[config.mk]
export PLATFORM = sky130hd
export DESIGN_NAME = bus_request_port_flat
export DESIGN_NICKNAME = d
export VERILOG_FILES = /design/src/design/mem_bus_pkg.sv /design/src/design/word_req_if.sv /design/src/design/bus_request_port.sv /design/src/flat_wrapper.sv
export SDC_FILE = /design/constraint.sdc
export NUM_CORES = 1
export LEC_CHECK = 0
export BUFFER_PORTS_ARGS = -buffer_cell sky130_fd_sc_hd__buf_4
export CAP_MARGIN = 20
export CORE_UTILIZATION = 34
export DETAILED_ROUTE_END_ITERATION = 7
export PLACE_DENSITY_LB_ADDON = 0.15
export SLEW_MARGIN = 40
export SYNTH_ARGS = -nofsm -noshare
export SYNTH_HDL_FRONTEND = slang
export SYNTH_SLANG_ARGS = --single-unit
[constraint.sdc]
create_clock -name i_clock -period 8.2 [get_ports i_clock]
set_input_delay 0.82 -clock i_clock [delete_from_list [all_inputs] [get_ports i_clock]]
set_output_delay 0.82 -clock i_clock [all_outputs]
set_load 0.01 [all_outputs]
[src/design/mem_bus_pkg.sv]
// Bus side widths and data word; lo half sits in bits 15:0, byte lanes are not split further
package mem_bus_pkg;

	//////////////////////////////////////////////////
	// Widths

	localparam int ADDR_W = 32;	// Byte address
	localparam int DATA_W = 32;
	localparam int HALF_W = DATA_W / 2;

	//////////////////////////////////////////////////
	// Data word

	// Whole word on the bus, two halfwords on the RAM side
	typedef union packed {
		logic [DATA_W-1:0] word;
		struct packed {
			logic [HALF_W-1:0] hi;
			logic [HALF_W-1:0] lo;
		} half;
	} bus_word_t;

endpackage

[src/design/word_req_if.sv]
// Word request channel with level handshake; one access in flight, no byte enables
`timescale 1ns/1ps

interface word_req_if;

	import mem_bus_pkg::*;

	logic              request;	// Held until ready
	logic              rw;	// 1 = write
	logic [ADDR_W-1:0] address;
	bus_word_t         wdata;
	bus_word_t         rdata;
	logic              ready;	// Stays up while request is high

	// Bus port side
	modport master (
		output request,
		output rw,
		output address,
		output wdata,
		input  rdata,
		input  ready
	);

	// Bridge side
	modport slave (
		input  request,
		input  rw,
		input  address,
		input  wdata,
		output rdata,
		output ready
	);

endinterface

[src/design/bus_request_port.sv]
// Starts one access per rising edge of i_request; the master must drop i_request after o_ready
`timescale 1ns/1ps

module bus_request_port (
	input  logic                           i_clock,
	input  logic                           i_reset,
	input  logic                           i_request,
	input  logic                           i_rw,
	input  logic [mem_bus_pkg::ADDR_W-1:0] i_address,
	input  mem_bus_pkg::bus_word_t         i_wdata,
	output mem_bus_pkg::bus_word_t         o_rdata,
	output logic                           o_ready,
	word_req_if.master                     word
);

	import mem_bus_pkg::*;

	enum logic [1:0] {
		ST_IDLE,
		ST_BUSY,
		ST_GAP
	} state;

	logic request_q;	// i_request one cycle back
	logic new_request;

	logic [ADDR_W-1:0] address_q;
	logic              rw_q;
	bus_word_t         wdata_q;

	// A request still high from the last access is not a new one
	assign new_request = i_request && !request_q;

	//////////////////////////////////////////////////
	// Control

	always_ff @(posedge i_clock or posedge i_reset) begin
		if (i_reset) begin
			state <= ST_IDLE;
			request_q <= 1'b0;
			word.request <= 1'b0;
		end else begin
			request_q <= i_request;
			case (state)
				ST_IDLE: begin
					if (new_request) begin
						word.request <= 1'b1;
						state <= ST_BUSY;
					end
				end
				ST_BUSY: begin
					if (word.ready) begin
						word.request <= 1'b0;
						state <= ST_GAP;
					end
				end
				default: state <= ST_IDLE;	// Idle cycle lets the bridge reset
			endcase
		end
	end

	// Request fields, held for the whole access
	always_ff @(posedge i_clock) begin
		if (state == ST_IDLE && new_request) begin
			address_q <= i_address;
			rw_q <= i_rw;
			wdata_q <= i_wdata;
		end
	end

	assign word.address = address_q;
	assign word.rw = rw_q;
	assign word.wdata = wdata_q;

	// Bridge ready lingers into the gap, so only pass it while busy
	assign o_ready = (state == ST_BUSY) && word.ready;
	assign o_rdata = word.rdata;

endmodule

[src/flat_wrapper.sv]
// flat-port wrapper written by rule: the top's interface ports become plain ports
module bus_request_port_flat import mem_bus_pkg::*;
  (i_clock, i_reset, i_request, i_rw, i_address, i_wdata, o_rdata, o_ready, word_request, word_rw, word_address, word_wdata, word_rdata, word_ready);
  word_req_if word_i ();
  input  logic i_clock;
  input  logic i_reset;
  input  logic i_request;
  input  logic i_rw;
  input  logic [mem_bus_pkg::ADDR_W-1:0] i_address;
  input  mem_bus_pkg::bus_word_t i_wdata;
  output mem_bus_pkg::bus_word_t o_rdata;
  output logic o_ready;
  output wire logic [$bits(word_i.request)-1:0] word_request;
  output wire logic [$bits(word_i.rw)-1:0] word_rw;
  output wire logic [$bits(word_i.address)-1:0] word_address;
  output wire logic [$bits(word_i.wdata)-1:0] word_wdata;
  input wire logic [$bits(word_i.rdata)-1:0] word_rdata;
  input wire logic [$bits(word_i.ready)-1:0] word_ready;
  assign word_request = word_i.request;
  assign word_rw = word_i.rw;
  assign word_address = word_i.address;
  assign word_wdata = word_i.wdata;
  assign word_i.rdata = word_rdata;
  assign word_i.ready = word_ready;
  bus_request_port u_core (.i_clock(i_clock), .i_reset(i_reset), .i_request(i_request), .i_rw(i_rw), .i_address(i_address), .i_wdata(i_wdata), .o_rdata(o_rdata), .o_ready(o_ready), .word(word_i));
endmodule
==> flow_metrics.py <==
metrics = {
    "synth": {
        "synthFlopType": "edfxtp_1",
        "synth-edff-count": 65,
        "synth.area.top_cells": "edfxtp_1, buf_4, dfrtp_1",
        "yosysMostFrequentCell": "edfxtp_1",
        "post_synth_num_cell_types": 11,
        "ys_warn_count": 0,
        "async_flop_share_pct": 5.80,
        "synth_top_cell_area_share_pct": 82.6,
        "yosysTopAreaCell": "edfxtp_1",
        "yosysSeqAreaShare_pct": 86.8,
        "ys_ff_latch": 69,
        "yosys-top-cells-count": "edfxtp_1, buf_4, dfrtp_1",
        "synthesis.nets": 213,
        "synth_area_mm2": 0.00236,
        "syn_avg_cell_area_um2": 21.1,
        "synthCells": 112,
    },
    "drt": {
        "drt-vias-per-instance": 4.30,
        "detail_route.wl_per_cell_um": 15.6,
        "antenna_left": 0,
        "wl_mm": 4.87,
        "vias": 1347,
        "drt_first_pass_iters": 4,
        "remaining_drc_errors": 0,
        "initialDrtViolationCount": 30,
    },
    "setup_path": {
        "start_kind": "primary input",
        "timing.rr.end": "u_core.word.address[7]",
        "worstRegToRegCells": 2,
        "r2r_setup_slack_ns": 6.60,
        "r2r_start": "u_core.state[0]",
        "cp-endpoint": "o_ready",
        "worstSetupEndpointType": "primary output",
        "criticalPathCategory": "primary input to primary output",
        "crit_path_max_fanout": 3,
        "required_ns": 7.38,
        "crit_start": "word_ready",
        "arrival_ns": 1.22,
    },
    "die": {
        "die_w_um": 85.4,
        "io_pins": 200,
        "std_cell_rows": 30,
        "start_util_pct": 35.0,
        "die_y_um": 85.4,
        "dieArea_mm2": 0.00729,
        "coreArea_mm2": 0.00676,
    },
    "timing": {
        "worstMarginPinSlew_ns": 0.524,
        "finalSetupViolations": 0,
        "worst_clock_skew_ns": 0.00667,
        "final_max_slew_viol_count": 0,
        "rsz0062_at_grt": "no",
        "fmax_ghz": 0.489,
        "setup_tns_ns": 0,
        "hold_viol_final": 0,
        "fin_crit_sh_pct": 24.9,
        "final.min_clock_period_ns": 2.04,
        "relSlewSlack_pct": 65.0,
        "setup_slack_ns": 6.16,
    },
    "clocking": {
        "ctsResizeCount": 0,
        "cts_buffers": 9,
        "post_cts_buffers": 0,
        "htree_num_levels": 3,
        "clock_sinks": 69,
        "root_buffer": "clkbuf_8",
        "postCtsHoldBufs": 0,
        "clkTransAtPathRegs_ns": 0.07,
        "max-clock-path-buffers": 2,
        "clk_latency_ns": 0.34,
        "tritoncts": "yes",
    },
    "placed_design": {
        "place_hpwl_mm": 3.60,
        "port_buffers": 135,
        "dp_slack_ns": 6.15,
        "place_inst": 297,
        "place.gp.congestion": 0.681,
    },
    "cells_and_area": {
        "fin_nets": 329,
        "fin_cells": 313,
        "utilization_pct": 52.1,
        "drive_above_1_share_pct": 65.7,
        "syn_to_final_growth_pct": 49.1,
        "diodes": 0,
    },
    "job": {
        "maxCapViolCount": 0,
    },
    "run_status": {
        "outcome": "complete, no violations",
    },
    "global_routing": {
        "track_usage_pct": 13.4,
        "grt_pass1_vias": 1323,
        "gr-total-overflow": 0,
        "grt_pass1_wl_mm": 6.84,
        "antenna_found_initial": 0,
        "grt_max_degree": 44,
    },
    "power": {
        "power.density_mw_per_mm2": 241,
        "vdd_ir_drop_max_mv": 0.118,
        "p_leak_nw": 1.47,
    },
    "hold_path": {
        "worstHoldPathType": "primary input to asynchronous set/reset pin",
    },
}
==> report_power, final <==
part	switching (mW)	total (mW)	internal [mW]	leakage, nW
clock network	0.126	0.359	0.233	0.123
logic	0.0311	0.0748	0.0437	0.694
registers	0.00682	0.416	0.409	0.649
total	0.164	0.850	0.686	1.47
==> cell families after synthesis <==
kind of cell,count (synthesis),synth area share [%]
compound gates,2,0.582
flops,69,86.8
buf+inv,34,10.5
simple gates,7,2.12
==> state kept, by name, summed over array words and instances (netlist names) <==
register             cells
u_core.word.request      1
u_core.word.wdata       32
u_core.state             2
u_core.word.rw           1
u_core.word.address     32
u_core.request_q         1
==> worst min-delay path by stage <==
stage | slack [ns] | end | from | cells after the start
final | 0.36 | u_core.request_q | i_reset | 2
after global placement | 0.50 | u_core.state[0] | u_core.state[1] | 1
after global routing | 0.35 | u_core.state[1] | i_reset | 2
after floorplan | 0.43 | u_core.state[0] | u_core.state[1] | 1
after detailed placement | 0.50 | u_core.word.request | u_core.word.request | 1
after CTS | 0.34 | u_core.request_q | i_reset | 2
==> stage by stage <==
step	total power [mW]	area [um2]	hold slack [ns]
floorplan	0.462	2360	0.433
global placement	0.499	3260	0.496
detailed placement	0.500	3260	0.498
CTS	0.861	3520	0.342
global route	0.880	3520	0.351
finish	0.850	3520	0.362
==> per-layer routing <==
metal	up-vias	global-route usage (%)	share of wire, %
met5	-	0	0
met4	0	11.5	4.1
met3	28	8.37	14
met2	109	20.1	48
met1	601	13.0	33
li1	609	-	-
==> area by class of cell <==
class | count | area, um2
Fill cell | 591 | 3230
Sequential cell | 69 | 2050
Timing Repair Buffer | 137 | 1030
Clock inverter | 6 | 135
Clock buffer | 10 | 128
Tap cell | 80 | 100
Multi-Input combinational cell | 9 | 72.6
Inverter | 2 | 7.51
==> worst max-delay path: stages <==
cell and delay, ns:
buf_4 0.11, nand2b_1 0.10, nor2_1 0.06, buf_4 0.14
==> layout by cell type (no fill, tap or decap), drive strengths merged <==
| cell type | netlist | routed |
|---|---|---|
| bufinv | 0 | 4 |
| clkbuf | 0 | 10 |
| dfrtp | 4 | 4 |
| a21oi | 1 | 1 |
| buf | 32 | 137 |
| nand2b | 2 | 2 |
| or3b | 1 | 1 |
| edfxtp | 65 | 65 |
| a211o | 1 | 1 |
| nor2 | 2 | 2 |
| inv | 2 | 2 |
| clkinvlp | 0 | 2 |
| nor2b | 1 | 1 |
| nor4b | 1 | 1 |
Power figures use the tool's default switching activity.
