--- config.mk ---
export PLATFORM = sky130hd
export DESIGN_NAME = mem_16_to_32_flat
export DESIGN_NICKNAME = d
export VERILOG_FILES = /design/src/design/mem_bus_pkg.sv /design/src/design/ram_dev_pkg.sv /design/src/design/half_ram_if.sv /design/src/design/word_req_if.sv /design/src/design/mem_16_to_32.sv /design/src/flat_wrapper.sv
export SDC_FILE = /design/constraint.sdc
export NUM_CORES = 1
export LEC_CHECK = 0
export ABC_CLOCK_PERIOD_IN_PS = 3400
export BUFFER_PORTS_ARGS = -buffer_cell sky130_fd_sc_hd__buf_4
export CAP_MARGIN = 40
export CORE_MARGIN = 2
export CORE_UTILIZATION = 42
export CTS_CLUSTER_SIZE = 8
export DETAILED_ROUTE_END_ITERATION = 7
export PLACE_DENSITY_LB_ADDON = 0.25
export SLEW_MARGIN = 20
export SYNTH_ARGS = -nofsm -noshare
export SYNTH_HDL_FRONTEND = slang
export SYNTH_SLANG_ARGS = --single-unit
--- constraint.sdc ---
create_clock -name i_clock -period 3.4 [get_ports i_clock]
set_clock_uncertainty 0.05 [all_clocks]
set_input_delay 0.17 -clock i_clock [delete_from_list [all_inputs] [get_ports i_clock]]
set_output_delay 0.17 -clock i_clock [all_outputs]
set_load 0.01 [all_outputs]
--- src/design/mem_bus_pkg.sv ---
// Bus side widths and data word; lo half sits in bits 15:0, byte lanes are not split further
package mem_bus_pkg;

	//////////////////////////////////////////////////
	// Widths

	localparam int ADDR_W = 32;	// Byte address
	localparam int DATA_W = 32;
	localparam int HALF_W = DATA_W / 2;

	//////////////////////////////////////////////////
	// Data word

	// Whole word on the bus, two halfwords on the RAM side
	typedef union packed {
		logic [DATA_W-1:0] word;
		struct packed {
			logic [HALF_W-1:0] hi;
			logic [HALF_W-1:0] lo;
		} half;
	} bus_word_t;

endpackage

--- src/design/ram_dev_pkg.sv ---
// Halfword RAM device constants; RAM_WAIT must be at least 1
package ram_dev_pkg;

	//////////////////////////////////////////////////
	// Geometry

	localparam int RAM_ADDR_W = 18;	// Halfword address
	localparam int RAM_DEPTH = 1 << RAM_ADDR_W;

	typedef logic [15:0] half_t;

	//////////////////////////////////////////////////
	// Timing

	// Cycles from the first sampled request to ready
	localparam int RAM_WAIT = 2;
	localparam int WAIT_CNT_W = $clog2(RAM_WAIT + 1);

endpackage

--- src/design/half_ram_if.sv ---
// Halfword RAM channel with level handshake; address counts halfwords, not bytes
`timescale 1ns/1ps

interface half_ram_if;

	import ram_dev_pkg::*;

	logic                  request;
	logic                  rw;	// 1 = write
	logic [RAM_ADDR_W-1:0] address;
	half_t                 wdata;
	half_t                 rdata;	// Valid with ready on reads
	logic                  ready;

	// Bridge side
	modport master (
		output request,
		output rw,
		output address,
		output wdata,
		input  rdata,
		input  ready
	);

	// RAM side
	modport slave (
		input  request,
		input  rw,
		input  address,
		input  wdata,
		output rdata,
		output ready
	);

endinterface

--- src/design/word_req_if.sv ---
// Word request channel with level handshake; one access in flight, no byte enables
`timescale 1ns/1ps

interface word_req_if;

	import mem_bus_pkg::*;

	logic              request;	// Held until ready
	logic              rw;	// 1 = write
	logic [ADDR_W-1:0] address;
	bus_word_t         wdata;
	bus_word_t         rdata;
	logic              ready;	// Stays up while request is high

	// Bus port side
	modport master (
		output request,
		output rw,
		output address,
		output wdata,
		input  rdata,
		input  ready
	);

	// Bridge side
	modport slave (
		input  request,
		input  rw,
		input  address,
		input  wdata,
		output rdata,
		output ready
	);

endinterface

--- src/design/mem_16_to_32.sv ---
// Word to halfword bridge, low half first; uses byte address bits 18:2 only
`timescale 1ns/1ps

module mem_16_to_32 (
	input logic        i_clock,
	input logic        i_reset,
	word_req_if.slave  word,
	half_ram_if.master ram
);

	import mem_bus_pkg::*;
	import ram_dev_pkg::*;

	enum logic [2:0] {
		ST_LO_START,
		ST_LO_WAIT,
		ST_HI_START,
		ST_HI_WAIT,
		ST_DONE
	} state;

	logic [RAM_ADDR_W-2:0] word_index;	// Word number inside the RAM
	logic [RAM_ADDR_W-1:0] ram_address_q;
	half_t                 ram_wdata_q;
	bus_word_t             rdata_q;	// Halves gathered here

	// Byte address to word number, low two bits dropped
	assign word_index = word.address[RAM_ADDR_W:2];

	assign ram.rw = word.rw;	// Held stable by the bus port
	assign ram.address = ram_address_q;
	assign ram.wdata = ram_wdata_q;
	assign word.rdata = rdata_q;

	//////////////////////////////////////////////////
	// Bridge FSM

	always_ff @(posedge i_clock or posedge i_reset) begin
		if (i_reset) begin
			state <= ST_LO_START;
			ram.request <= 1'b0;
			word.ready <= 1'b0;
		end else if (!word.request) begin
			// Back to the start whenever the word request is gone
			state <= ST_LO_START;
			ram.request <= 1'b0;
			word.ready <= 1'b0;
		end else begin
			case (state)
				ST_LO_START: begin
					ram.request <= 1'b1;
					state <= ST_LO_WAIT;
				end
				ST_LO_WAIT: begin
					if (ram.ready) begin
						ram.request <= 1'b0;
						state <= ST_HI_START;
					end
				end
				ST_HI_START: begin
					// RAM ready from the low half is still up here, ignore it
					ram.request <= 1'b1;
					state <= ST_HI_WAIT;
				end
				ST_HI_WAIT: begin
					if (ram.ready) begin
						ram.request <= 1'b0;
						word.ready <= 1'b1;
						state <= ST_DONE;
					end
				end
				default: begin
					state <= ST_DONE;	// Hold ready until request drops
				end
			endcase
		end
	end

	//////////////////////////////////////////////////
	// Halfword address and data

	always_ff @(posedge i_clock) begin
		if (word.request) begin
			case (state)
				ST_LO_START: begin
					ram_address_q <= {word_index, 1'b0};
					ram_wdata_q <= word.wdata.half.lo;
				end
				ST_LO_WAIT: begin
					if (ram.ready && !word.rw) begin
						rdata_q.half.lo <= ram.rdata;
					end
				end
				ST_HI_START: begin
					ram_address_q <= {word_index, 1'b1};	// Odd halfword
					ram_wdata_q <= word.wdata.half.hi;
				end
				ST_HI_WAIT: begin
					if (ram.ready && !word.rw) begin
						rdata_q.half.hi <= ram.rdata;
					end
				end
			endcase
		end
	end

endmodule

--- src/flat_wrapper.sv ---
// flat-port wrapper written by rule: the top's interface ports become plain ports
module mem_16_to_32_flat import mem_bus_pkg::*; import ram_dev_pkg::*;
  (i_clock, i_reset, word_request, word_rw, word_address, word_wdata, word_rdata, word_ready, ram_request, ram_rw, ram_address, ram_wdata, ram_rdata, ram_ready);
  word_req_if word_i ();
  half_ram_if ram_i ();
  input logic i_clock;
  input logic i_reset;
  input wire logic [$bits(word_i.request)-1:0] word_request;
  input wire logic [$bits(word_i.rw)-1:0] word_rw;
  input wire logic [$bits(word_i.address)-1:0] word_address;
  input wire logic [$bits(word_i.wdata)-1:0] word_wdata;
  output wire logic [$bits(word_i.rdata)-1:0] word_rdata;
  output wire logic [$bits(word_i.ready)-1:0] word_ready;
  output wire logic [$bits(ram_i.request)-1:0] ram_request;
  output wire logic [$bits(ram_i.rw)-1:0] ram_rw;
  output wire logic [$bits(ram_i.address)-1:0] ram_address;
  output wire logic [$bits(ram_i.wdata)-1:0] ram_wdata;
  input wire logic [$bits(ram_i.rdata)-1:0] ram_rdata;
  input wire logic [$bits(ram_i.ready)-1:0] ram_ready;
  assign word_i.request = word_request;
  assign word_i.rw = word_rw;
  assign word_i.address = word_address;
  assign word_i.wdata = word_wdata;
  assign word_rdata = word_i.rdata;
  assign word_ready = word_i.ready;
  assign ram_request = ram_i.request;
  assign ram_rw = ram_i.rw;
  assign ram_address = ram_i.address;
  assign ram_wdata = ram_i.wdata;
  assign ram_i.rdata = ram_rdata;
  assign ram_i.ready = ram_ready;
  mem_16_to_32 u_core (.i_clock(i_clock), .i_reset(i_reset), .word(word_i), .ram(ram_i));
endmodule
==> results.tsv, run 1 <==
metric	value	unit
place_ws	1.504	ns
final_cell_mix	buf_4 (140), edfxtp_1 (66), dlygate4sd3_1 (35), mux2_4 (9), clkbuf_8 (9)	
critical_path_class	flip-flop to flip-flop	
yosysSeqAreaShare	0.8501	
worstPathArrival	1.89	ns
switching_share	0.2046	
fin_crit	1.916	ns
insertion_delay	0.33	ns
grt_overflow	0	
routedWlPerCell	15.64	µm
p_sw	397.0	µW
drt_iter0_drc	92	
syn_inst	110	
yosys_warnings	0	
syn_area	0.002479	mm²
antenna_found_initial	0	
rsz0062_at_grt	false	
required	3.37	ns
drcViolationCount	0	
finalNonFillerCells	370	
finalHoldViolations	0	
fmax	522.0	MHz
diodes	0	
ir_worst_vdd	0.0003101	V
htree_levels	3	
ys_types	21	
slowest_delay	0.49	ns
grt_pass1_wl	8245	µm
pwr-share-seq	0.520	
firstDrtPassIters	5	
grt_pass1_vias	1725	
ys_ff_latch	71	
cap_violations	0	
die_w	80.82	µm
cts_tree	done	
nets	378	
cts.clk_slew.worst_paths	0.07	ns
grt_start_max_net_pins	35	
syn-num-nets	195	
post-place-cells	319	
p_int	1.543	mW
vias_per_cell	4.522	
fin_ws	1.484	ns
post-route-util	0.7396	
die_area	0.006532	mm²
p_comb_frac	0.113	
fin_hold_ws	0.03490	ns
worst_pin_slew	0.7544	ns
drive_above_1_share	0.5906	
start_util	0.4420	
holdCritPathClass	primary input to flip-flop	
endpoint_kind	flip-flop	
portBuffers	138	
numCtsBuffers	9	
cp_max_fo	16	
cp_slowest_cell	or3b_2	
grt_usage	0.1775	
startpoint_type	flip-flop	
final_common_cell	buf_4	
place.gp.congestion	0.8168	
detail-route-antenna-nets	0	
finalMaxSlewViolations	0	
vias	1673	
r2r_setup_slack	1.48	ns
setup_viol	0	
row_count	27	
clkPwrFrac	0.367	
p_leak	1.745	nW
power.density	467.8	mW/mm²
clockBufferDepth	2	
slew_headroom	0.4970	
top_level_ports	154	
drt-total-wl	5785	µm
finalSetupTns	0	ns
path_cells	nand2b_1, or3b_2, nor3b_2, buf_4	
avgSynthCellArea	22.53	µm²
status	completed	
cts_root_buf	clkbuf_8	
core	0.005608	mm²
finalCritPeriodShare	0.5635	
cts_sinks	71	
area_growth	67.34	%
die_y	80.82	µm
## metrics by stage
stage	power (mW)	area, µm²
final	1.940	4148
after global placement	1.208	3586
after detailed placement	1.216	3586
after CTS	1.957	4148
after global routing	2.013	4148
after floorplan	1.099	2479
## worst max-delay path, delay by kind of cell (launching register included)
kind	cells	cell delay (ns)
buf+inv	1	0.27
flops	1	0.41
simple gates	3	0.86
## path summary, 6_finish.rpt
check	start	endpoint	cells past startpoint
min reg2reg	u_core.word.ready	u_core.word.ready	1
min in group asynchronous	i_reset	u_core.word.ready	3
max reg2reg	u_core.state[2]	u_core.word.rdata[9]	4
max in group asynchronous	i_reset	u_core.ram.request	3
max	u_core.state[2]	u_core.word.rdata[9]	4
min	word_request	u_core.word.ready	2
## kinds of logic (layout without fill, tap and decap cells)
logic type / after synthesis / in the layout / share of synthesized area
muxes: 16 / 16 / 0.08632
DFF: 71 / 71 / 0.8501
and+or+nand+nor: 14 / 14 / 0.03332
AOI/OAI and AO/OA: 4 / 4 / 0.009594
buffers and inverters: 4 / 192 / 0.01716
xor gates and xnor gates: 1 / 1 / 0.003534
## flip-flops by register name, summed over array words and instances (netlist names)
register	count
u_core.word.rdata	32
u_core.ram.wdata	16
u_core.state	3
u_core.ram.request	1
u_core.ram.address	18
u_core.word.ready	1
## metal layers
layer / share of wire / GRT usage / wire, µm / vias up
met2: 0.59 / 0.3380 / 3389 / 72
met3: 0.068 / 0.06000 / 396 / 13
li1: - / - / - / 786
met1: 0.33 / 0.1711 / 1887 / 802
met5: 0 / 0 / 0 / -
met4: 0.019 / 0.07797 / 112 / 0
## cells in the mapped netlist
master,instances,area share
a21oi_1,2,0.0040
buf_12,1,0.0081
xor2_1,1,0.0035
or3b_2,1,0.0035
nor2_1,3,0.0045
dfrtp_1,5,0.050
mux2_4,9,0.055
buf_6,1,0.0045
o21a_1,1,0.0030
nand2b_1,2,0.0050
edfxtp_1,66,0.80
mux2_2,7,0.032
nor3b_1,1,0.0030
nand2_1,2,0.0030
buf_4,1,0.0030
and2_2,1,0.0030
inv_1,1,0.0015
and2_4,1,0.0035
a31oi_1,1,0.0025
nor2b_1,2,0.0050
nor2_2,1,0.0025
## layout make-up
cell class                      count  area (µm²)
Sequential cell                    71        2107
Fill cell                         383        1460
Timing Repair Buffer              175        1401
Clock inverter                      7       87.58
Inverter                            1       3.754
Multi-Input combinational cell     35       334.1
Clock buffer                        9       123.9
Tap cell                           72       90.09
## power by group through the flow
stage               Sequential, mW  Combinational (mW)  Clock [mW]
floorplan                     1.04              0.0551           0
global placement              1.03               0.181           0
detailed placement            1.03               0.187           0
CTS                           1.01               0.220       0.727
global route                  1.01               0.234       0.767
finish                        1.01               0.218       0.713
## repair_timing
item	4_1_cts	5_1_grt
gates resized for setup	0	0
hold endpoints to repair	55	0
setup buffers	0	0
hold buffers	35	0
No activity file was read; power rests on OpenSTA's default activity.
==> inputs of run 2 (changes only) <==
ABC_AREA = 1   (was default)
ABC_CLOCK_PERIOD_IN_PS = 1800   (was 3400)
clock period = 1.8 ns   (was 3.4 ns; I/O delays follow)
==> results.tsv, run 2 <==
metric	value	unit	change
yosysTopAreaCell	edfxtp_1		
cp_max_fo	5		-11
yosysMostFrequentCell	edfxtp_1		
vias_per_cell	4.664		+3.2%
hold_path_depth	3		+1
grt_pass1_wl	10450	µm	+27%
nets	454		+20%
worst_pin_slew	0.2684	ns	-0.4860 ns
grtUsageMet2	0.4150		+0.07698
slew_headroom	0.8210		+0.3240
routedWlPerCell	15.63	µm	about the same
fillers	332		-13%
firstDrtPassIters	6		+1
vias	2085		+25%
cp-startpoint	u_core.state[0]		
reg2reg_depth	6		+2
syn-num-nets	238		+22%
fin_crit	1.600	ns	-0.3156 ns
start_util	0.4415		-0.0004462
cap_violations	0		unchanged
crit_path_end	u_core.ram.request		
yosysSeqAreaShare	0.8509		+0.0008591
ys.flop_type	edfxtp_1		
final_common_cell	buf_4		
r2r-end	u_core.ram.request		
synthTopCellsByArea	edfxtp_1 (80%), nand2_1 (7.9%), dfrtp_1 (5.1%)		
post-cts-setup-buffers	0		unchanged
grt_overflow	0		unchanged
yosys_warnings	0		unchanged
drive_above_1_share	0.4358		-0.1548
synth.top_cell.area_share	0.8004		+0.0008081
insertion_delay	0.32	ns	about the same
critical_path_class	flip-flop to flip-flop		
finalHoldViolations	0		unchanged
ctsResizeCount	0		unchanged
setup_viol	0		unchanged
drt-total-wl	6986	µm	+21%
worstReg2RegStart	u_core.state[0]		
drt_iter0_drc	108		+17%
finalCritPeriodShare	0.8890		+0.3255
largest_register_ff_count	32		unchanged
numCtsBuffers	9		unchanged
grt_usage	0.2222		+0.04473
drcViolationCount	0		unchanged
ys_types	17		-19%
cts.clk_slew.worst_paths	0.07	ns	about the same
clockBufferDepth	2		unchanged
finalSetupTns	0	ns	unchanged
finalMaxSlewViolations	0		unchanged
core	0.005608	mm²	unchanged
area_growth	79.18	%	
cts_root_buf	clkbuf_8		
grt_start_max_net_pins	27		-23%
die_y	80.78	µm	about the same
grt_pass1_vias	2291		+33%
met1_usage	0.2188		+0.04769
syn_inst	153		+39%
cts_tree	done		
ir_worst_vdd	0.0005068	V	+63%
hold_buffers	66		+89%
die_area	0.006525	mm²	about the same
required	1.97	ns	-1.40 ns
rsz0062_at_grt	false		
row_count	27		unchanged
place.gp.congestion	0.7496		-8.2%
endpoint_kind	flip-flop		
status	completed		
seqCellArea	0.002107	mm²	unchanged
die_w	80.78	µm	about the same
async_flop_share	0.07042		unchanged
multi_input_comb_area	310.3	µm²	-7.1%
grt.busiest_layer	met2		
fmax	624.9	MHz	+20%
detail-route-antenna-nets	0		unchanged
r2r_setup_slack	0.20	ns	-1.28 ns
htree_levels	3		unchanged
p_total	3.783	mW	+95%
ys_ff_latch	71		unchanged
dp_hpwl	4159	µm	
cts_sinks	71		unchanged
antenna_found_initial	1		+1
worstPathArrival	1.77	ns	-0.12 ns
ys_top_cells_by_count	edfxtp_1 (66), nand2_1 (52), nor2_1 (7), inv_1 (6), dfrtp_1 (5)		
avgSynthCellArea	16.18	µm²	-28%
startpoint_type	flip-flop		
p_leak	1.951	nW	+12%
grtUsageMet3	0.05889		-0.001111
holdCritPathClass	primary input to flip-flop		
portBuffers	138		unchanged
synth_edf_count	66		unchanged
top_level_ports	154		unchanged
syn_area	0.002476	mm²	-0.10%
power.density	852.7	mW/mm²	+82%
final_cell_mix	buf_4 (141), dlygate4sd3_1 (66), edfxtp_1 (66), nand2_1 (52), clkbuf_8 (9)		
==> run 2: kinds of logic after synthesis <==
| kind of cell | after synthesis | synth area share |
|---|---|---|
| compound gates | 1 | 0.002019 |
| simple gates | 71 | 0.1203 |
| flops | 71 | 0.8509 |
| buf+inv | 10 | 0.02678 |
==> run 2: worst max-delay path, stage by stage, from the launching register on <==
cell           delay, ns
dfrtp_1             0.43
inv_1               0.06
nor2_1              0.18
nand2_1             0.13
nand2_1             0.07
dlygate4sd3_1       0.54
nor2_1              0.04
==> run 2: cell type report <==
| type | count | share of cell area |
|---|---|---|
| sequential | 71 | 0.4749 |
| timing repair buffer | 208 | 0.3920 |
| multi-input combinational | 72 | 0.06994 |
| clock buffer | 11 | 0.02961 |
| tap | 72 | 0.02030 |
| inverter | 7 | 0.007050 |
| clock inverter | 5 | 0.005640 |
| antenna | 1 | 0.0005640 |
==> run 2: per-stage QoR <==
stage	worst slack, ns	instance area, µm²	cells	hold WS, ns	utilization
2_1_floorplan	0.01227	2484	153	-0.1815	-
3_3_place_gp	0.3468	3617	364	-0.04175	0.6450
3_5_place_dp	0.2616	3617	364	-0.04156	0.6450
4_1_cts	0.2279	4434	446	0.0003494	0.7907
5_1_grt	0.08184	4437	447	0.005485	0.7912
6_report	0.1998	4437	447	0.01395	0.7912
==> run 2: worst min-delay path by stage <==
stage,from,to,slack (ns)
6_report,word_wdata[13],u_core.ram.wdata[13],0.01
2_1_floorplan,i_reset,u_core.ram.request,-0.18
5_1_grt,ram_ready,u_core.state[1],0.005
3_3_place_gp,i_reset,u_core.word.ready,-0.04
3_5_place_dp,i_reset,u_core.word.ready,-0.04
4_1_cts,word_wdata[29],u_core.ram.wdata[13],0.0003
==> run 2: metal layers <==
layer,vias to the layer above,part of all wire
met4,0,0.037
met5,-,0
met1,978,0.34
li1,962,-
met3,25,0.063
met2,120,0.56
==> run 2: where the power goes <==
part	switching, mW	internal (mW)	total [mW]
clock	0.554	0.487	1.04
sequential	0.0533	1.97	2.02
combinational	0.340	0.382	0.722
total	0.947	2.84	3.78
